--- src/include/color_params.svh ---
`ifndef COLOR_PARAMS_SVH
`define COLOR_PARAMS_SVH

// task queue entries
`define COLOR_QUEUE_DEPTH 64

// memory sizes in entries
`define COLOR_MAX_VERTICES 256
`define COLOR_MAX_EDGES 1024

// used-color bitmap, one bit per color
`define COLOR_BITMAP_W 32

// wishbone byte offsets
`define COLOR_REG_NUM_V 16'h0004
`define COLOR_REG_ENQ_LIMIT 16'h0024
`define COLOR_REG_START 16'h0028
`define COLOR_REG_STATUS 16'h002C
// four words per vertex record
`define COLOR_VTX_BASE 16'h1000
`define COLOR_EDGE_BASE 16'h2000

`endif
--- src/rtl/tile_pkg.sv ---
package tile_pkg;

   typedef enum logic [1:0] {
      RW_IDLE,
      RW_READ,
      RW_UPDATE,
      RW_HANDOFF
   } rw_state_e;

   typedef enum logic [1:0] {
      WK_IDLE,
      WK_EXPAND,
      WK_WALK
   } worker_state_e;

   // what the worker does with a job
   typedef enum logic [1:0] {
      JOB_ENQ,
      JOB_DEGREE,
      JOB_COLOR
   } job_kind_e;

endpackage

--- src/rtl/color_pkg.sv ---
package color_pkg;

   typedef enum logic [1:0] {
      ENQ = 2'd0,
      SEND_DEGREE = 2'd1,
      RECV_DEGREE = 2'd2,
      RECV_COLOR = 2'd3
   } task_type_e;

   // host word 0 is eo_begin, word 3 holds degree and color
   typedef struct packed {
      logic [31:0] eo_begin;
      logic [15:0] deg_pending;
      logic [15:0] col_pending;
      logic [31:0] scratch;
      logic [15:0] degree;
      logic [15:0] color;
   } vertex_rec_t;

   // arg is the enq start or the sender degree
   typedef struct packed {
      task_type_e ttype;
      logic [15:0] locale;
      logic [15:0] arg;
      logic [15:0] sender_id;
      logic [15:0] sender_color;
   } color_task_t;

endpackage

--- src/rtl/task_if.sv ---
`timescale 1ns/1ns

interface task_if import color_pkg::*, tile_pkg::*; ();

   logic valid;
   logic ready;
   color_task_t t;
   job_kind_e kind;

   // payload holds from valid until the transfer
   modport src (
      output valid,
      output t,
      output kind,
      input ready
   );

   modport snk (
      input valid,
      input t,
      input kind,
      output ready
   );

endinterface

--- src/rtl/task_queue.sv ---
`timescale 1ns/1ns
`include "color_params.svh"

module task_queue import color_pkg::*, tile_pkg::*; (
   input logic clk,
   input logic rstn,
   task_if.snk push,
   task_if.src pop
);

   localparam int AW = $clog2(`COLOR_QUEUE_DEPTH);

   color_task_t task_mem [`COLOR_QUEUE_DEPTH];
   job_kind_e kind_mem [`COLOR_QUEUE_DEPTH];
   logic [AW-1:0] wr_ptr;
   logic [AW-1:0] rd_ptr;
   logic [AW:0] count;
   logic do_push;
   logic do_pop;

   assign push.ready = (count != (AW+1)'(`COLOR_QUEUE_DEPTH));
   assign pop.valid = (count != '0);
   assign pop.t = task_mem[rd_ptr];
   assign pop.kind = kind_mem[rd_ptr];

   assign do_push = push.valid && push.ready;
   assign do_pop = pop.valid && pop.ready;

   always_ff @(posedge clk) begin
      if (do_push) begin
         task_mem[wr_ptr] <= push.t;
         kind_mem[wr_ptr] <= push.kind;
      end
   end

   // pointers wrap naturally, depth is a power of two
   always_ff @(posedge clk) begin
      if (!rstn) begin
         wr_ptr <= '0;
         rd_ptr <= '0;
         count <= '0;
      end else begin
         if (do_push) begin
            wr_ptr <= wr_ptr + 1'b1;
         end
         if (do_pop) begin
            rd_ptr <= rd_ptr + 1'b1;
         end
         case ({do_push, do_pop})
            2'b10: count <= count + 1'b1;
            2'b01: count <= count - 1'b1;
            default: count <= count;
         endcase
      end
   end

endmodule

--- src/flat_wrapper.sv ---
// flat-port wrapper written by rule: the top's interface ports become plain ports
module task_queue_flat import color_pkg::*, tile_pkg::*;
  (clk, rstn, push_valid, push_t, push_kind, push_ready, pop_valid, pop_t, pop_kind, pop_ready);
  task_if push_i ();
  task_if pop_i ();
  input logic clk;
  input logic rstn;
  input wire logic [$bits(push_i.valid)-1:0] push_valid;
  input wire logic [$bits(push_i.t)-1:0] push_t;
  input wire logic [$bits(push_i.kind)-1:0] push_kind;
  output wire logic [$bits(push_i.ready)-1:0] push_ready;
  output wire logic [$bits(pop_i.valid)-1:0] pop_valid;
  output wire logic [$bits(pop_i.t)-1:0] pop_t;
  output wire logic [$bits(pop_i.kind)-1:0] pop_kind;
  input wire logic [$bits(pop_i.ready)-1:0] pop_ready;
  assign push_i.valid = push_valid;
  assign push_i.t = push_t;
  assign push_i.kind = push_kind;
  assign push_ready = push_i.ready;
  assign pop_valid = pop_i.valid;
  assign pop_t = pop_i.t;
  assign pop_kind = pop_i.kind;
  assign pop_i.ready = pop_ready;
  task_queue u_core (.clk(clk), .rstn(rstn), .push(push_i), .pop(pop_i));
endmodule
--- config.mk ---
export PLATFORM = sky130hd
export DESIGN_NAME = task_queue_flat
export DESIGN_NICKNAME = d
export VERILOG_FILES = /design/src/rtl/tile_pkg.sv /design/src/rtl/color_pkg.sv /design/src/rtl/task_if.sv /design/src/rtl/task_queue.sv /design/src/flat_wrapper.sv
export VERILOG_INCLUDE_DIRS = /design/src /design/src/include
export SDC_FILE = /design/constraint.sdc
export NUM_CORES = 2
export LEC_CHECK = 0
export ABC_AREA = 0
export BUFFER_PORTS_ARGS = -buffer_cell sky130_fd_sc_hd__buf_2
export CAP_MARGIN = 30
export CORE_MARGIN = 2
export CORE_UTILIZATION = 60
export DETAILED_ROUTE_END_ITERATION = 8
export PLACE_DENSITY = 0.78
export SLEW_MARGIN = 25
export SYNTH_ARGS = -nofsm -noshare
export SYNTH_HDL_FRONTEND = slang
export SYNTH_MEMORY_MAX_BITS = 65536
export SYNTH_SLANG_ARGS = --single-unit
--- constraint.sdc ---
create_clock -name clk -period 6.4 [get_ports clk]
set_clock_uncertainty 0.2 [all_clocks]
set_input_delay 0.64 -clock clk [delete_from_list [all_inputs] [get_ports clk]]
set_output_delay 0.64 -clock clk [all_outputs]
set_load 0.01 [all_outputs]
# Word level (Yosys, flattened, before mapping)

Memory sizes are Yosys's and may differ from the RTL's. A register that Yosys moved wholly into a read port is not among the register bits.
Cells that the tools add are included.

Add/subtract/negate cells: 4
Equal/unequal tests: 3
Muxes and demuxes: 7
Reduce and logical (&&, ||, !) cells: 4

Operator list:

| operator                                            | count |
|---|---|
| two-way mux 6 bit                                   | 4 |
| case mux 7 bit (2 select lines)                     | 1 |
| adder 6 x 1 -> 6 bit, second input constant         | 2 |
| adder 7 x 1 -> 7 bit, second input constant         | 1 |
| inequality test 7 bit, second input constant        | 1 |
| nonzero test 7 bit                                  | 1 |
| subtractor 7 x 1 -> 7 bit, second input constant    | 1 |
| equality test 2 x 1 -> 1 bit, second input constant | 1 |
| equality test 2 bit, second input constant          | 1 |
| logical AND 1 bit                                   | 2 |
| two-way mux 1 bit                                   | 2 |
| nonzero test 2 bit                                  | 1 |

Flip-flop bits (word level): 19
Memory bits (writable): 4352
Input port bits: 72
Output and inout bits: 70
Memories kept: 2

Memories:

| memory          | depth | bits a word | read ports | clocked after Yosys merged registers in | wr ports | RTL line         | text |
|---|---|---|---|---|---|---|---|
| u_core.task_mem | 64    | 66          | 1          | 1                                       | 1        | task_queue.sv:13 | `` color_task_t task_mem [`COLOR_QUEUE_DEPTH]; `` |
| u_core.kind_mem | 64    | 2           | 1          | 1                                       | 1        | task_queue.sv:14 | `` job_kind_e kind_mem [`COLOR_QUEUE_DEPTH]; `` |

# Logic depth before layout (Yosys ltp)

Word-level depth: 4
Mapped depth: 14
Depth with buffers taken out: 11

# Least setup slack after synthesis

Ideal clock, no wire load.

Path type: input -> register
Start: input port push_valid
End: memory u_core.kind_mem[43][0] (netlist name) (enable)
Setup time: 495 ps
Arrival time: 4181 ps
Required time: 5705 ps
Slack: 1524 ps
Cell stages on the path: 5
Cells stage by stage: o41a_1 -> buf_6 -> and2b_4 -> nand3_2 -> nor2_1

Cells in the longest elaborated chain, start to end: 3

RTL lines:

| what                                    | RTL line          | text |
|---|---|---|
| start, declared                         | flat_wrapper.sv:8 | `input wire logic [$bits(push_i.valid)-1:0] push_valid;` |
| logical AND 1 bit                       | task_queue.sv:26  | `assign do_push = push.valid && push.ready;` |
| two-way mux 1 bit                       | task_queue.sv:30  | `if (do_push) begin` |
| two-way mux 1 bit (implied by the code) | task_queue.sv:32  | `kind_mem[wr_ptr] <= push.kind;` |
| end, declared                           | task_queue.sv:14  |  |

No other way between the ends.

==> metrics.cfg <==
[run_status]
run_status = complete, but fails checks
violations = negative hold slack

[yosys]
post-synth-top-area-cell = edfxtp_1
ys_ff_latch = 4377
syn_avg_cell_area_sq_um = 23.3
seq_area_frac_synth_pct = 79.3
post-synth-top-count-cell = edfxtp_1
netlist_area_sq_um = 165000
synth.net_count = 7175
synth_warnings = 0
muxShareOfSynthArea_pct = 15.3
ys_types = 60
ys.flop_type = edfxtp_1
synth-compound-area-share_pct = 2.64
syn_inst = 7098
synth_edf_count = 4352
synth-simple-area-share_pct = 1.25
synth_fa_ha_area_share_pct = 0.0378
synth_common_cells = 4352 x edfxtp_1, 1050 x mux4_2, 305 x o22ai_1
synthArstFlopShare_pct = 0
synth_top_family_by_area = multiplexers
yosys-top-cells-area = edfxtp_1 79%, mux4_2 14%, o22ai_1 1.2%
yosysTopAreaCellShare_pct = 79.0
synthXorXnorAreaFrac_pct = 0.0741

[floorplanning]
die-area_sq_um = 280000
fp.dieW_um = 529
core_sq_um = 274000
num_rows = 192
initial_core_util_pct = 60.4
io_pins = 142
die_y_um = 529

[detailed_routing]
wl_per_cell_um = 42.2
vias_per_cell = 7.55
drc = 0
ant_nets = 0
first_iter_violations = 16525
dr_total_vias = 87508
wirelength_um = 489000
drtPass1Iterations = 8

[finish]
utilization_pct = 68.0
n_fill_cell = 15408
fin_cells = 11587
multi_input_area_sq_um = 32600
finalNetCount = 7616
area_delta_synth_final_pct = 12.6
drive_gt1_share_pct = 27.1
regArea_sq_um = 131000

[critical_path]
crit_required_ps = 5560
cp_max_fo = 34
cp_cell_sequence = nor2b_1, buf_4, nand2_4, buf_4, o22ai_1, nor4_1, o22a_1, buf_2
path_buf_inv = 3
slowest_delay_ps = 810
end_kind = output port
r2r-start = u_core.count[2]
worstPathArrival_ps = 5080
critical_path.top_delay_family = simple AND/OR/NAND/NOR gates
cpMostUsedCell = buf_4
critPathKind = flip-flop to output port
crit_path_start_kind = flip-flop
critical_path.slowest_cell = nor4_1

[global_route]
grt_pass1_vias = 86853
grt_usage_pct = 34.7
grt_pass1_wl_um = 669000
antenna_found_initial = 33
overflow = 0
grt_max_degree = 142

[cts]
cts_tree = built
h-tree-depth = 5
clockRootBuffer = clkbuf_16
numCtsBuffers = 416
clock-sinks = 4377
clock_path_buffers = 4
path_clk_slew_ps = 70
clkLatencyLatePin_ps = 950
cts-resized-gates = 0
postCtsSetupRepairBufs = 0

[sta]
finalCritPeriodShare_pct = 92.5
tightest_slew_ps = 1170
clock.fmax_mhz = 169
period_minus_slack_ps = 5920
final-max-slew-violation-count = 0
rsz0062_at_grt = no
fin_ws_ps = 483
setup_viol = 0
setup_tns_ps = 0
hold_viol_final = 37
max_slew_margin_pct = 21.9
hold_slack_ps = -7.65

[power_and_ir_drop]
power.share.clock_pct = 37.7
p_seq_share_pct = 49.5
worst_ir_drop_vdd_v = 0.000298
p_sw_share_pct = 24.1
p_leak_nw = 56.2
p_sw_mw = 15.5
p_per_area_nw_per_um2 = 346
internal_power_mw = 48.9
comb_power_share_pct = 12.8

[place]
hpwl_um = 229000
dp.cells = 10743
place.port_buffers = 141
finalWeightedCongestion = 0.822
pre_cts_ws_ps = 1810

[run]
drv_cap = 0

[hold_path]
hold_start = push_t[44]
min_path_type = input pin to flip-flop

-- per-stage QoR --
step	power, mW	hold WS, ps	area [sq um]
2_1_floorplan	38.4	267	165000
3_3_place_gp	40.3	289	171000
3_5_place_dp	40.5	294	172000
4_1_cts	64.3	48.1	185000
5_1_grt	65.8	19.1	186000
6_report	64.5	-7.65	186000
-- final timing paths --
kind	depth (start not counted)	slack (ps)	to
min	1	-8	u_core.task_mem[0][44]
max	8	480	pop_t[48]
min reg2reg	2	310	u_core.count[5]
max reg2reg	8	2460	u_core.task_mem[27][12]
-- final cells by class --
cell class                 count  share of cell area, %
clock inverter               257                   1.30
timing repair buffer         423                   2.46
antenna                       27                 0.0363
tap                         3686                   2.48
inverter                       3                0.00605
sequential                  4377                   70.4
multi-input combinational   2318                   17.5
clock buffer                 496                   5.80
-- power groups by stage --
stage               Clock, mW  Combinational (mW)  Sequential (mW)
CTS                      24.2                8.11             32.0
global route             25.3                8.64             31.9
detailed placement          0                7.90             32.6
finish                   24.3                8.24             31.9
global placement            0                7.74             32.5
floorplan                   0                5.95             32.4
-- what timing repair did --
action,CTS,global route
endpoints found under the setup margin,0,0
hold buffers,3,29
endpoints found under the hold margin,46,429
-- layer usage --
metal,up-vias,share of wire [%],global-route usage (%)
met1,45047,31,44.5
li1,31464,-,-
met4,16,6.8,19.5
met3,1884,15,10.4
met2,9097,47,53.6
met5,-,0.024,0
-- kinds of logic (layout without fill, tap and decap cells) --
family	count (synthesis)	after routing
mux	1216	1216
xor+xnor	14	14
flops	4377	4377
compound gates	654	654
fa+ha+maj	5	5
buf+inv	403	1179
other cells	0	27
simple gates	429	429
-- worst register-to-register path: stages, from the launching register on --
cell and delay, ps:
dfxtp_1 490, or4_4 230, o41a_1 120, buf_4 230
and2b_4 280, nand3_2 440, nor2_4 250, buf_4 640
buf_4 690
-- placed cells by master (no fill, tap or decap), drive strengths merged, types with 18 or more instances in the layout --
cell and n:
dlygate4sd3 32, o22a 55, nor3 66, diode 27, nor4 55, clkinv 201, edfxtp 4352, o22ai 305
buf 391, nand2 67, a21oi 55, clkbuf 496, nor2 170, nand2b 18, mux4 1050, o21ai 83
o221ai 78, mux2 18, mux2i 148, bufinv 32, a211oi 32, dfxtp 25
-- flip-flops by register name, summed over array words and instances (netlist names), named ones only --
register,flops
u_core.count,7
u_core.wr_ptr,6
u_core.kind_mem,128
u_core.task_mem,4224
u_core.rd_ptr,6
(Power assumes the default switching activity.)
