[src/include/color_params.svh]
`ifndef COLOR_PARAMS_SVH
`define COLOR_PARAMS_SVH

// task queue entries
`define COLOR_QUEUE_DEPTH 64

// memory sizes in entries
`define COLOR_MAX_VERTICES 256
`define COLOR_MAX_EDGES 1024

// used-color bitmap, one bit per color
`define COLOR_BITMAP_W 32

// wishbone byte offsets
`define COLOR_REG_NUM_V 16'h0004
`define COLOR_REG_ENQ_LIMIT 16'h0024
`define COLOR_REG_START 16'h0028
`define COLOR_REG_STATUS 16'h002C
// four words per vertex record
`define COLOR_VTX_BASE 16'h1000
`define COLOR_EDGE_BASE 16'h2000

`endif
[src/rtl/tile_pkg.sv]
package tile_pkg;

   typedef enum logic [1:0] {
      RW_IDLE,
      RW_READ,
      RW_UPDATE,
      RW_HANDOFF
   } rw_state_e;

   typedef enum logic [1:0] {
      WK_IDLE,
      WK_EXPAND,
      WK_WALK
   } worker_state_e;

   // what the worker does with a job
   typedef enum logic [1:0] {
      JOB_ENQ,
      JOB_DEGREE,
      JOB_COLOR
   } job_kind_e;

endpackage

[src/rtl/color_pkg.sv]
package color_pkg;

   typedef enum logic [1:0] {
      ENQ = 2'd0,
      SEND_DEGREE = 2'd1,
      RECV_DEGREE = 2'd2,
      RECV_COLOR = 2'd3
   } task_type_e;

   // host word 0 is eo_begin, word 3 holds degree and color
   typedef struct packed {
      logic [31:0] eo_begin;
      logic [15:0] deg_pending;
      logic [15:0] col_pending;
      logic [31:0] scratch;
      logic [15:0] degree;
      logic [15:0] color;
   } vertex_rec_t;

   // arg is the enq start or the sender degree
   typedef struct packed {
      task_type_e ttype;
      logic [15:0] locale;
      logic [15:0] arg;
      logic [15:0] sender_id;
      logic [15:0] sender_color;
   } color_task_t;

endpackage

[src/rtl/task_if.sv]
`timescale 1ns/1ns

interface task_if import color_pkg::*, tile_pkg::*; ();

   logic valid;
   logic ready;
   color_task_t t;
   job_kind_e kind;

   // payload holds from valid until the transfer
   modport src (
      output valid,
      output t,
      output kind,
      input ready
   );

   modport snk (
      input valid,
      input t,
      input kind,
      output ready
   );

endinterface

[src/rtl/color_rw.sv]
`timescale 1ns/1ns
`include "color_params.svh"

module color_rw import color_pkg::*, tile_pkg::*; (
   input logic clk,
   input logic rstn,
   task_if.snk tin,
   task_if.src job,
   output logic v_en,
   output logic v_we,
   output logic [$clog2(`COLOR_MAX_VERTICES)-1:0] v_addr,
   output vertex_rec_t v_wdata,
   input vertex_rec_t v_rdata,
   output logic idle
);

   localparam int CW = $clog2(`COLOR_BITMAP_W) + 1;

   rw_state_e state;
   color_task_t cur;
   vertex_rec_t rec;
   color_task_t job_t;
   job_kind_e job_k;
   color_task_t nxt_t;
   job_kind_e nxt_k;
   logic prio;
   logic done;
   logic wr;
   logic pass;

   // full bitmap gives BITMAP_W
   function automatic logic [CW-1:0] lowest_clear(input logic [`COLOR_BITMAP_W-1:0] bm);
      logic [CW-1:0] c;
      c = CW'(`COLOR_BITMAP_W);
      for (int i = `COLOR_BITMAP_W - 1; i >= 0; i--) begin
         if (!bm[i]) begin
            c = CW'(i);
         end
      end
      return c;
   endfunction

   always_comb begin
      rec = v_rdata;
      wr = 1'b0;
      done = 1'b0;
      // higher degree wins, lower id on a tie
      prio = (cur.arg > v_rdata.degree) ||
             ((cur.arg == v_rdata.degree) && (cur.sender_id < cur.locale));
      case (cur.ttype)
         SEND_DEGREE: begin
            if (v_rdata.degree == '0) begin
               rec.color = '0;
               wr = 1'b1;
            end
         end
         RECV_DEGREE: begin
            wr = 1'b1;
            rec.deg_pending = v_rdata.deg_pending - 1'b1;
            if (prio) begin
               rec.col_pending = v_rdata.col_pending + 1'b1;
            end
            done = (rec.deg_pending == '0) && (rec.col_pending == '0);
         end
         RECV_COLOR: begin
            if (prio) begin
               wr = 1'b1;
               rec.scratch[cur.sender_color[CW-2:0]] = 1'b1;
               rec.col_pending = v_rdata.col_pending - 1'b1;
               done = (rec.deg_pending == '0) && (rec.col_pending == '0);
            end
         end
         default: ;
      endcase
      if (done) begin
         rec.color = 16'(lowest_clear(rec.scratch));
      end
   end

   // broadcast jobs reuse locale for eo_begin and arg for the degree
   always_comb begin
      nxt_t = cur;
      nxt_k = JOB_ENQ;
      pass = 1'b0;
      if (cur.ttype == ENQ) begin
         pass = 1'b1;
      end else if ((cur.ttype == SEND_DEGREE && v_rdata.degree != '0) || done) begin
         pass = 1'b1;
         nxt_k = done ? JOB_COLOR : JOB_DEGREE;
         nxt_t.locale = v_rdata.eo_begin[15:0];
         nxt_t.arg = v_rdata.degree;
         nxt_t.sender_id = cur.locale;
         nxt_t.sender_color = rec.color;
      end
   end

   always_ff @(posedge clk) begin
      if (!rstn) begin
         state <= RW_IDLE;
      end else begin
         case (state)
            RW_IDLE: if (tin.valid) state <= RW_READ;
            RW_READ: state <= RW_UPDATE;
            RW_UPDATE: state <= pass ? RW_HANDOFF : RW_IDLE;
            RW_HANDOFF: if (job.ready) state <= RW_IDLE;
            default: state <= RW_IDLE;
         endcase
      end
   end

   always_ff @(posedge clk) begin
      if (state == RW_IDLE && tin.valid) begin
         cur <= tin.t;
      end
      if (state == RW_UPDATE) begin
         job_t <= nxt_t;
         job_k <= nxt_k;
      end
   end

   assign tin.ready = (state == RW_IDLE);
   assign job.valid = (state == RW_HANDOFF);
   assign job.t = job_t;
   assign job.kind = job_k;

   assign v_en = (state == RW_READ) || (state == RW_UPDATE && wr);
   assign v_we = (state == RW_UPDATE) && wr;
   assign v_addr = cur.locale[$clog2(`COLOR_MAX_VERTICES)-1:0];
   assign v_wdata = rec;
   assign idle = (state == RW_IDLE);

endmodule

[src/flat_wrapper.sv]
// flat-port wrapper written by rule: the top's interface ports become plain ports
module color_rw_flat import color_pkg::*, tile_pkg::*;
  (clk, rstn, v_en, v_we, v_addr, v_wdata, v_rdata, idle, tin_valid, tin_t, tin_kind, tin_ready, job_valid, job_t, job_kind, job_ready);
  task_if tin_i ();
  task_if job_i ();
  input logic clk;
  input logic rstn;
  output logic v_en;
  output logic v_we;
  output logic [$clog2(`COLOR_MAX_VERTICES)-1:0] v_addr;
  output vertex_rec_t v_wdata;
  input vertex_rec_t v_rdata;
  output logic idle;
  input wire logic [$bits(tin_i.valid)-1:0] tin_valid;
  input wire logic [$bits(tin_i.t)-1:0] tin_t;
  input wire logic [$bits(tin_i.kind)-1:0] tin_kind;
  output wire logic [$bits(tin_i.ready)-1:0] tin_ready;
  output wire logic [$bits(job_i.valid)-1:0] job_valid;
  output wire logic [$bits(job_i.t)-1:0] job_t;
  output wire logic [$bits(job_i.kind)-1:0] job_kind;
  input wire logic [$bits(job_i.ready)-1:0] job_ready;
  assign tin_i.valid = tin_valid;
  assign tin_i.t = tin_t;
  assign tin_i.kind = tin_kind;
  assign tin_ready = tin_i.ready;
  assign job_valid = job_i.valid;
  assign job_t = job_i.t;
  assign job_kind = job_i.kind;
  assign job_i.ready = job_ready;
  color_rw u_core (.clk(clk), .rstn(rstn), .tin(tin_i), .job(job_i), .v_en(v_en), .v_we(v_we), .v_addr(v_addr), .v_wdata(v_wdata), .v_rdata(v_rdata), .idle(idle));
endmodule
[config.mk]
export PLATFORM = sky130hd
export DESIGN_NAME = color_rw_flat
export DESIGN_NICKNAME = d
export VERILOG_FILES = /design/src/rtl/tile_pkg.sv /design/src/rtl/color_pkg.sv /design/src/rtl/task_if.sv /design/src/rtl/color_rw.sv /design/src/flat_wrapper.sv
export VERILOG_INCLUDE_DIRS = /design/src /design/src/include
export SDC_FILE = /design/constraint.sdc
export NUM_CORES = 1
export LEC_CHECK = 0
export BUFFER_PORTS_ARGS = -buffer_cell sky130_fd_sc_hd__clkbuf_2
export CAP_MARGIN = 5
export CORE_AREA = 2 2 159 161
export DETAILED_ROUTE_END_ITERATION = 10
export DIE_AREA = 0 0 161 163
export GPL_TIMING_DRIVEN = 0
export HOLD_SLACK_MARGIN = 0.05
export PLACE_DENSITY_LB_ADDON = 0.1
export SYNTH_ARGS = -nofsm -noshare
export SYNTH_HDL_FRONTEND = slang
export SYNTH_SLANG_ARGS = --single-unit
[constraint.sdc]
create_clock -name clk -period 4.3 [get_ports clk]
set_input_delay 0.43 -clock clk [delete_from_list [all_inputs] [get_ports clk]]
set_output_delay 0.43 -clock clk [all_outputs]
set_load 0.005 [all_outputs]
=== Yosys cells after proc, flatten, opt, wreduce, memory -nomap -nowiden ===
Cells that the tools add are included.

* Register bits after elaboration: 136
* Latch bits: 0
* RAM bits: 0
* Memory bits (read-only): 0
* Memories: 0

* Add/subtract/negate cells: 3
* $mul: 0
* Divide/modulo/power cells: 0
* $lt $le $gt $ge: 4
* Equality and inequality tests: 9
* Shifts and indexed selects: 0
* Mux-type cells: 57
* Bitwise operators: 2
* Reductions and logical operators: 20

{| class="wikitable"
|+ Operators by type and width
! operator !! count
|-
| $mux W6 || 32
|-
| $mux W64 || 2
|-
| $mux W16 || 6
|-
| $logic_not A16 Y1 || 5
|-
| $mux W48 || 1
|-
| $mux W32 || 1
|-
| $or A32 B32 Y32 || 1
|-
| $pmux W16 S2 || 1
|-
| $sub A16 B1 Y16 const B || 2
|-
| $add A16 B1 Y16 const B || 1
|-
| $eq A16 B16 Y1 || 1
|-
| $gt A16 B16 Y1 || 1
|-
| $lt A16 B16 Y1 || 1
|-
| $reduce_bool A16 Y1 || 1
|-
| $eq A2 B2 Y1 const B || 4
|-
| $mux W2 || 4
|-
| $pmux W2 S4 || 1
|-
| $logic_and A1 B1 Y1 || 7
|-
| $lt A5 B6 Y1 const B || 1
|-
| $mux W1 || 6
|-
| $demux W1 S5 || 1
|-
| $ge A5 B1 Y1 const B || 1
|-
| $eq A2 B1 Y1 const B || 2
|-
| $logic_not A2 Y1 || 2
|-
| other kinds (7) || 10
|}

=== Longest topological paths before layout ===
* Depth after elaboration: 42
* Gate-level depth with buffers: 18
* Depth with buffers taken out: 14

=== Least setup slack after synthesis ===
OpenSTA, ideal clock, no wires.

* Path type: input -> output
* Start: in v_rdata[31] in the netlist's numbering
* End: out v_wdata[4] in the netlist's numbering
* Arrival time: 3420 ps
* Path slack: 450 ps
* Stages: 12
* Path through: inv_1 > ha_1 > nand4_2 > nor2_2 > nand2_2 > nor4b_4 > a21oi_1 > or4_4 > a2111oi_4 > a41oi_2 > or4b_4 > nand2_1

{| class="wikitable"
|+ RTL lines
! element !! line !! RTL
|-
| from (decl) || flat_wrapper.sv:12 || <nowiki>input vertex_rec_t v_rdata;</nowiki>
|-
| to (decl) || flat_wrapper.sv:11 || <nowiki>output vertex_rec_t v_wdata;</nowiki>
|}

==> results.txt <==
- The run finished, with violations left.
- The final reports fail on negative setup slack.
- Most frequent cells after synthesis: sky130_fd_sc_hd__edfxtp_1 (134), sky130_fd_sc_hd__nand2_1 (104), sky130_fd_sc_hd__inv_1 (63)
- The final count of pins violating max slew came to 0.
* Worst-skew pair later-pin latency: 430 ps
- Clock Root Buffer: sky130_fd_sc_hd__clkbuf_16
* Total Negative Setup Slacks: -2204 ps
- Number of global-route vias before repair: 8323
* Post-synthesis average cell area: 9.896 sq um
- The count of cells in the finished layout, fillers not included, comes to 1692.
- Final core occ: 52.01%
- In this run the worst setup path begins at u_core.cur[27].
- Mapped cell area: 9124 sq um
- Across all layers, the routed design uses 8678 vias.
- Setup violations remaining at the end of the flow were counted as 16.
* Final Routed Wirelength: 31.84 mm
- Path type of the worst min-delay path: in -> reg
- Final-report hold violation count: 0
- Critical Path RT: 3870 ps
- For the final database, setup skew stands at 14.54 ps.
* First-pass GRT wire length: 46.86 mm
- By area the synthesized netlist is led by sky130_fd_sc_hd__edfxtp_1 (44%), sky130_fd_sc_hd__ha_1 (4.9%), sky130_fd_sc_hd__buf_4 (4.8%).
* Net switching power figure: 0.001172 W
- Counting the buffers created by CTS gives 17.
- Power per Cell Area: 301.6 nW/um^2
* Max rail drop VDD: 0.2119 mV
- Measured against its own limit, the worst slew margin works out to 39.71%.
- Once detail routing completed, the nets flagged for antenna violations numbered 0.
* CTS clk-pin slew, worst paths: 70 ps
- The worst path in the final design needs a cycle of 4570 ps, including I/O delays and setup.
- The die is 161 um wide.
- Derived from the worst setup path, the maximum achievable clock frequency is 218.8 MHz.
* Beginning of the worst hold path: tin_t[55]
- Across all register-to-register paths, the minimum setup slack is 200 ps.
* Syn_nets: 1158
- In this run, the number of DRC markers left after iteration 0 of detailed routing was 470.
- Number of max-cap violations: 0
- Placed instance count: 1639
- Dividing the detail-routed wire length by the instance count gives 18.82 um.
- Startpoint type of the worst setup path: flop
* Count of flip-flops with a built-in enable after synthesis: 134
- The synthesized design contains 136 register bits.
- After legalization and detailed placement, the total HPWL measured 24.61 mm.
- Worst Hold Endpoint: u_core.v_addr[7]
* Largest net degree at the start of global routing: 52
- Area of combinational cells with multiple inputs: 4677 sq um
- For this run, design rule violations remaining after detail routing come to 0.
- Maximum level of the CTS H-tree: 4
- The pre-antenna-repair detailed-routing pass consisted of 5 iterations.
- Sequential share of power: 41.3%
- Global routing finished with a remaining overflow of 0.
- Critical Path End Type: output port
- Cells with a size suffix above 1 make up 46.88% of the layout.
- Final Wtd Congestion: 0.9336
- Floorplan row count: 58
- The synthesized design devotes to its leading area cell type 44.10% of total area.
* Leakage: 5.604 nW
- Across all hold checks on the routed design, the worst slack comes to 171.9 ps.
* Share of async-settable or async-resettable flops after synthesis: 0%
- Port buffer count: 384
- Counting cells, the worst reg-to-reg path comes to 15.
- Synthesized instance count: 922
- From synthesis to final layout, the design area changed by 40.65%.
- WHS Path Cells: 1
- The most used flip-flop cell after synthesis is sky130_fd_sc_hd__edfxtp_1.
* Sequential cell area in the final layout: 4064 sq um
- Cell-internal power: 0.002699 W
- The critical path is of the reg -> out type.
- Final setup slack of the worst path: -270.3 ps
- Worst flop-to-flop path endpoint: u_core.job.t[38]
- Warning count from the yosys run: 0
- The worst register-to-register path begins at u_core.cur[27].
- Net switching is 30.28% of the power.
- The initial antenna violation count came to 2.
- The filler cells instantiated in the layout total 2381.
* Worst slew pin tran: 897.4 ps
- Clk network pwr share: 37.4%
* Total Nets Final: 1584
* Number of distinct library cells after synthesis: 86
- Setup repair after global routing could not meet its margin everywhere.
- Number of sinks on the clock net: 136
- Tot GR Track Use: 23.32%
- Share of power burned in combinational logic: 21.3%
- Period utilisation layout: 106.3%
- TritonCTS built the clock tree.
* Max Fanout on Critical Path: 4
- Ratio of routed vias to standard cells: 5.129
- sky130_fd_sc_hd__edfxtp_1 is the most common cell in the netlist.
* Initial Util: 36.98%
* Bufs on Longest Clock Path: 2
- Post-synth top area cell: sky130_fd_sc_hd__edfxtp_1
- The die is 163 um tall.
- Total Die Area: 26240 sq um
* Area of the core: 24670 sq um
- The share of the Yosys chip area taken by registers is 44.54%.
* Worst endpoint data arrival time: 4140 ps
- During I/O placement, the number of pins put on the boundary was 409.
## metal layers
metal	up-vias	GRT usage, %	part of all wire [%]
met1	4080	28.87	41
met2	358	40.69	49
met5	-	0	0.041
li1	4195	-	-
met4	2	7.792	2.4
met3	43	4.787	6.7
## cell usage in the layout (no fill, tap or decap), types with 24 or more instances in the layout
cell,Yosys,final
sky130_fd_sc_hd__a21oi_1,27,24
sky130_fd_sc_hd__buf_4,58,78
sky130_fd_sc_hd__clkbuf_2,0,382
sky130_fd_sc_hd__edfxtp_1,134,134
sky130_fd_sc_hd__ha_1,36,33
sky130_fd_sc_hd__inv_1,63,60
sky130_fd_sc_hd__mux2_2,33,33
sky130_fd_sc_hd__nand2_1,104,101
sky130_fd_sc_hd__nor2_1,57,55
sky130_fd_sc_hd__nor3_1,32,30
sky130_fd_sc_hd__o21ai_0,52,47
## state kept, by name, indices dropped and copies added (netlist names)
register         count
u_core.job.t        66
u_core.cur          58
u_core.v_addr        8
u_core.job.kind      2
u_core.state         2
## critical path: stages, from the launching register on
cell	delay, ps
sky130_fd_sc_hd__edfxtp_1	430
sky130_fd_sc_hd__ha_4	300
sky130_fd_sc_hd__nand4_1	140
sky130_fd_sc_hd__or4_4	540
sky130_fd_sc_hd__a221oi_4	260
sky130_fd_sc_hd__nor4b_4	120
sky130_fd_sc_hd__buf_4	150
sky130_fd_sc_hd__a22oi_2	250
sky130_fd_sc_hd__xnor2_2	130
sky130_fd_sc_hd__a2111oi_4	370
sky130_fd_sc_hd__a41oi_2	270
sky130_fd_sc_hd__or4b_4	560
sky130_fd_sc_hd__nand2_2	80
sky130_fd_sc_hd__buf_6	100
## how the worst max path moves through the flow
stage	end	slack (ps)	cells past startpoint
3_5_place_dp	v_wdata[11]	-620	15
3_3_place_gp	u_core.state[0]	-1740	4
2_1_floorplan	v_wdata[4]	450	12
5_1_grt	v_wdata[5]	-430	15
4_1_cts	v_wdata[4]	-380	13
6_report	v_wdata[4]	-270	13
## power groups by stage
stage,clock [W],combinational (W),sequential (W)
CTS,0.00148,0.000786,0.00160
global placement,0,0.000736,0.00164
global route,0.00152,0.000899,0.00161
detailed placement,0,0.000753,0.00163
finish,0.00145,0.000823,0.00160
floorplan,0,0.000402,0.00163
## timing repair
item | 4_1_cts | 5_1_grt
hold buffers | 0 | 0
pin swaps | 24 | 19
setup endpoints to repair | 75 | 81
gates resized for setup | 59 | 61
gates cloned | 1 | 0
buffers inserted | 16 | 8
## layout make-up
cell class / count / share of cell area, %
Buffer: 97 / 5.236
Sequential cell: 136 / 31.67
Clock inverter: 15 / 1.180
Multi-Input combinational cell: 623 / 36.45
Inverter: 64 / 1.872
Tap cell: 330 / 3.218
Timing Repair Buffer: 409 / 17.04
Antenna cell: 1 / 0.01950
Clock buffer: 17 / 3.315
## per-stage QoR
step	instance area, sq um	setup WS [ps]	power, W
final	12830	-270.3	0.003871
after CTS	12530	-381.7	0.003868
after global placement	11460	-1740	0.002373
after global routing	12830	-426.8	0.004027
after detailed placement	11540	-621.0	0.002380
after floorplan	9124	450.2	0.002028
## cells by family (layout without fill, tap and decap cells)
logic type | count (synthesis) | count (layout) | synth area share [%]
flip-flops | 136 | 136 | 44.54
XOR/XNOR | 38 | 38 | 3.648
AO/OA/AOI/OAI | 182 | 182 | 14.14
AND/OR/NAND/NOR | 330 | 330 | 18.79
other | 0 | 1 | 0
adder cells (fa/ha/maj) | 36 | 36 | 4.937
multiplexers | 37 | 37 | 4.512
buffers and inverters | 163 | 602 | 9.435
No activity file was read; power rests on OpenSTA's default activity.
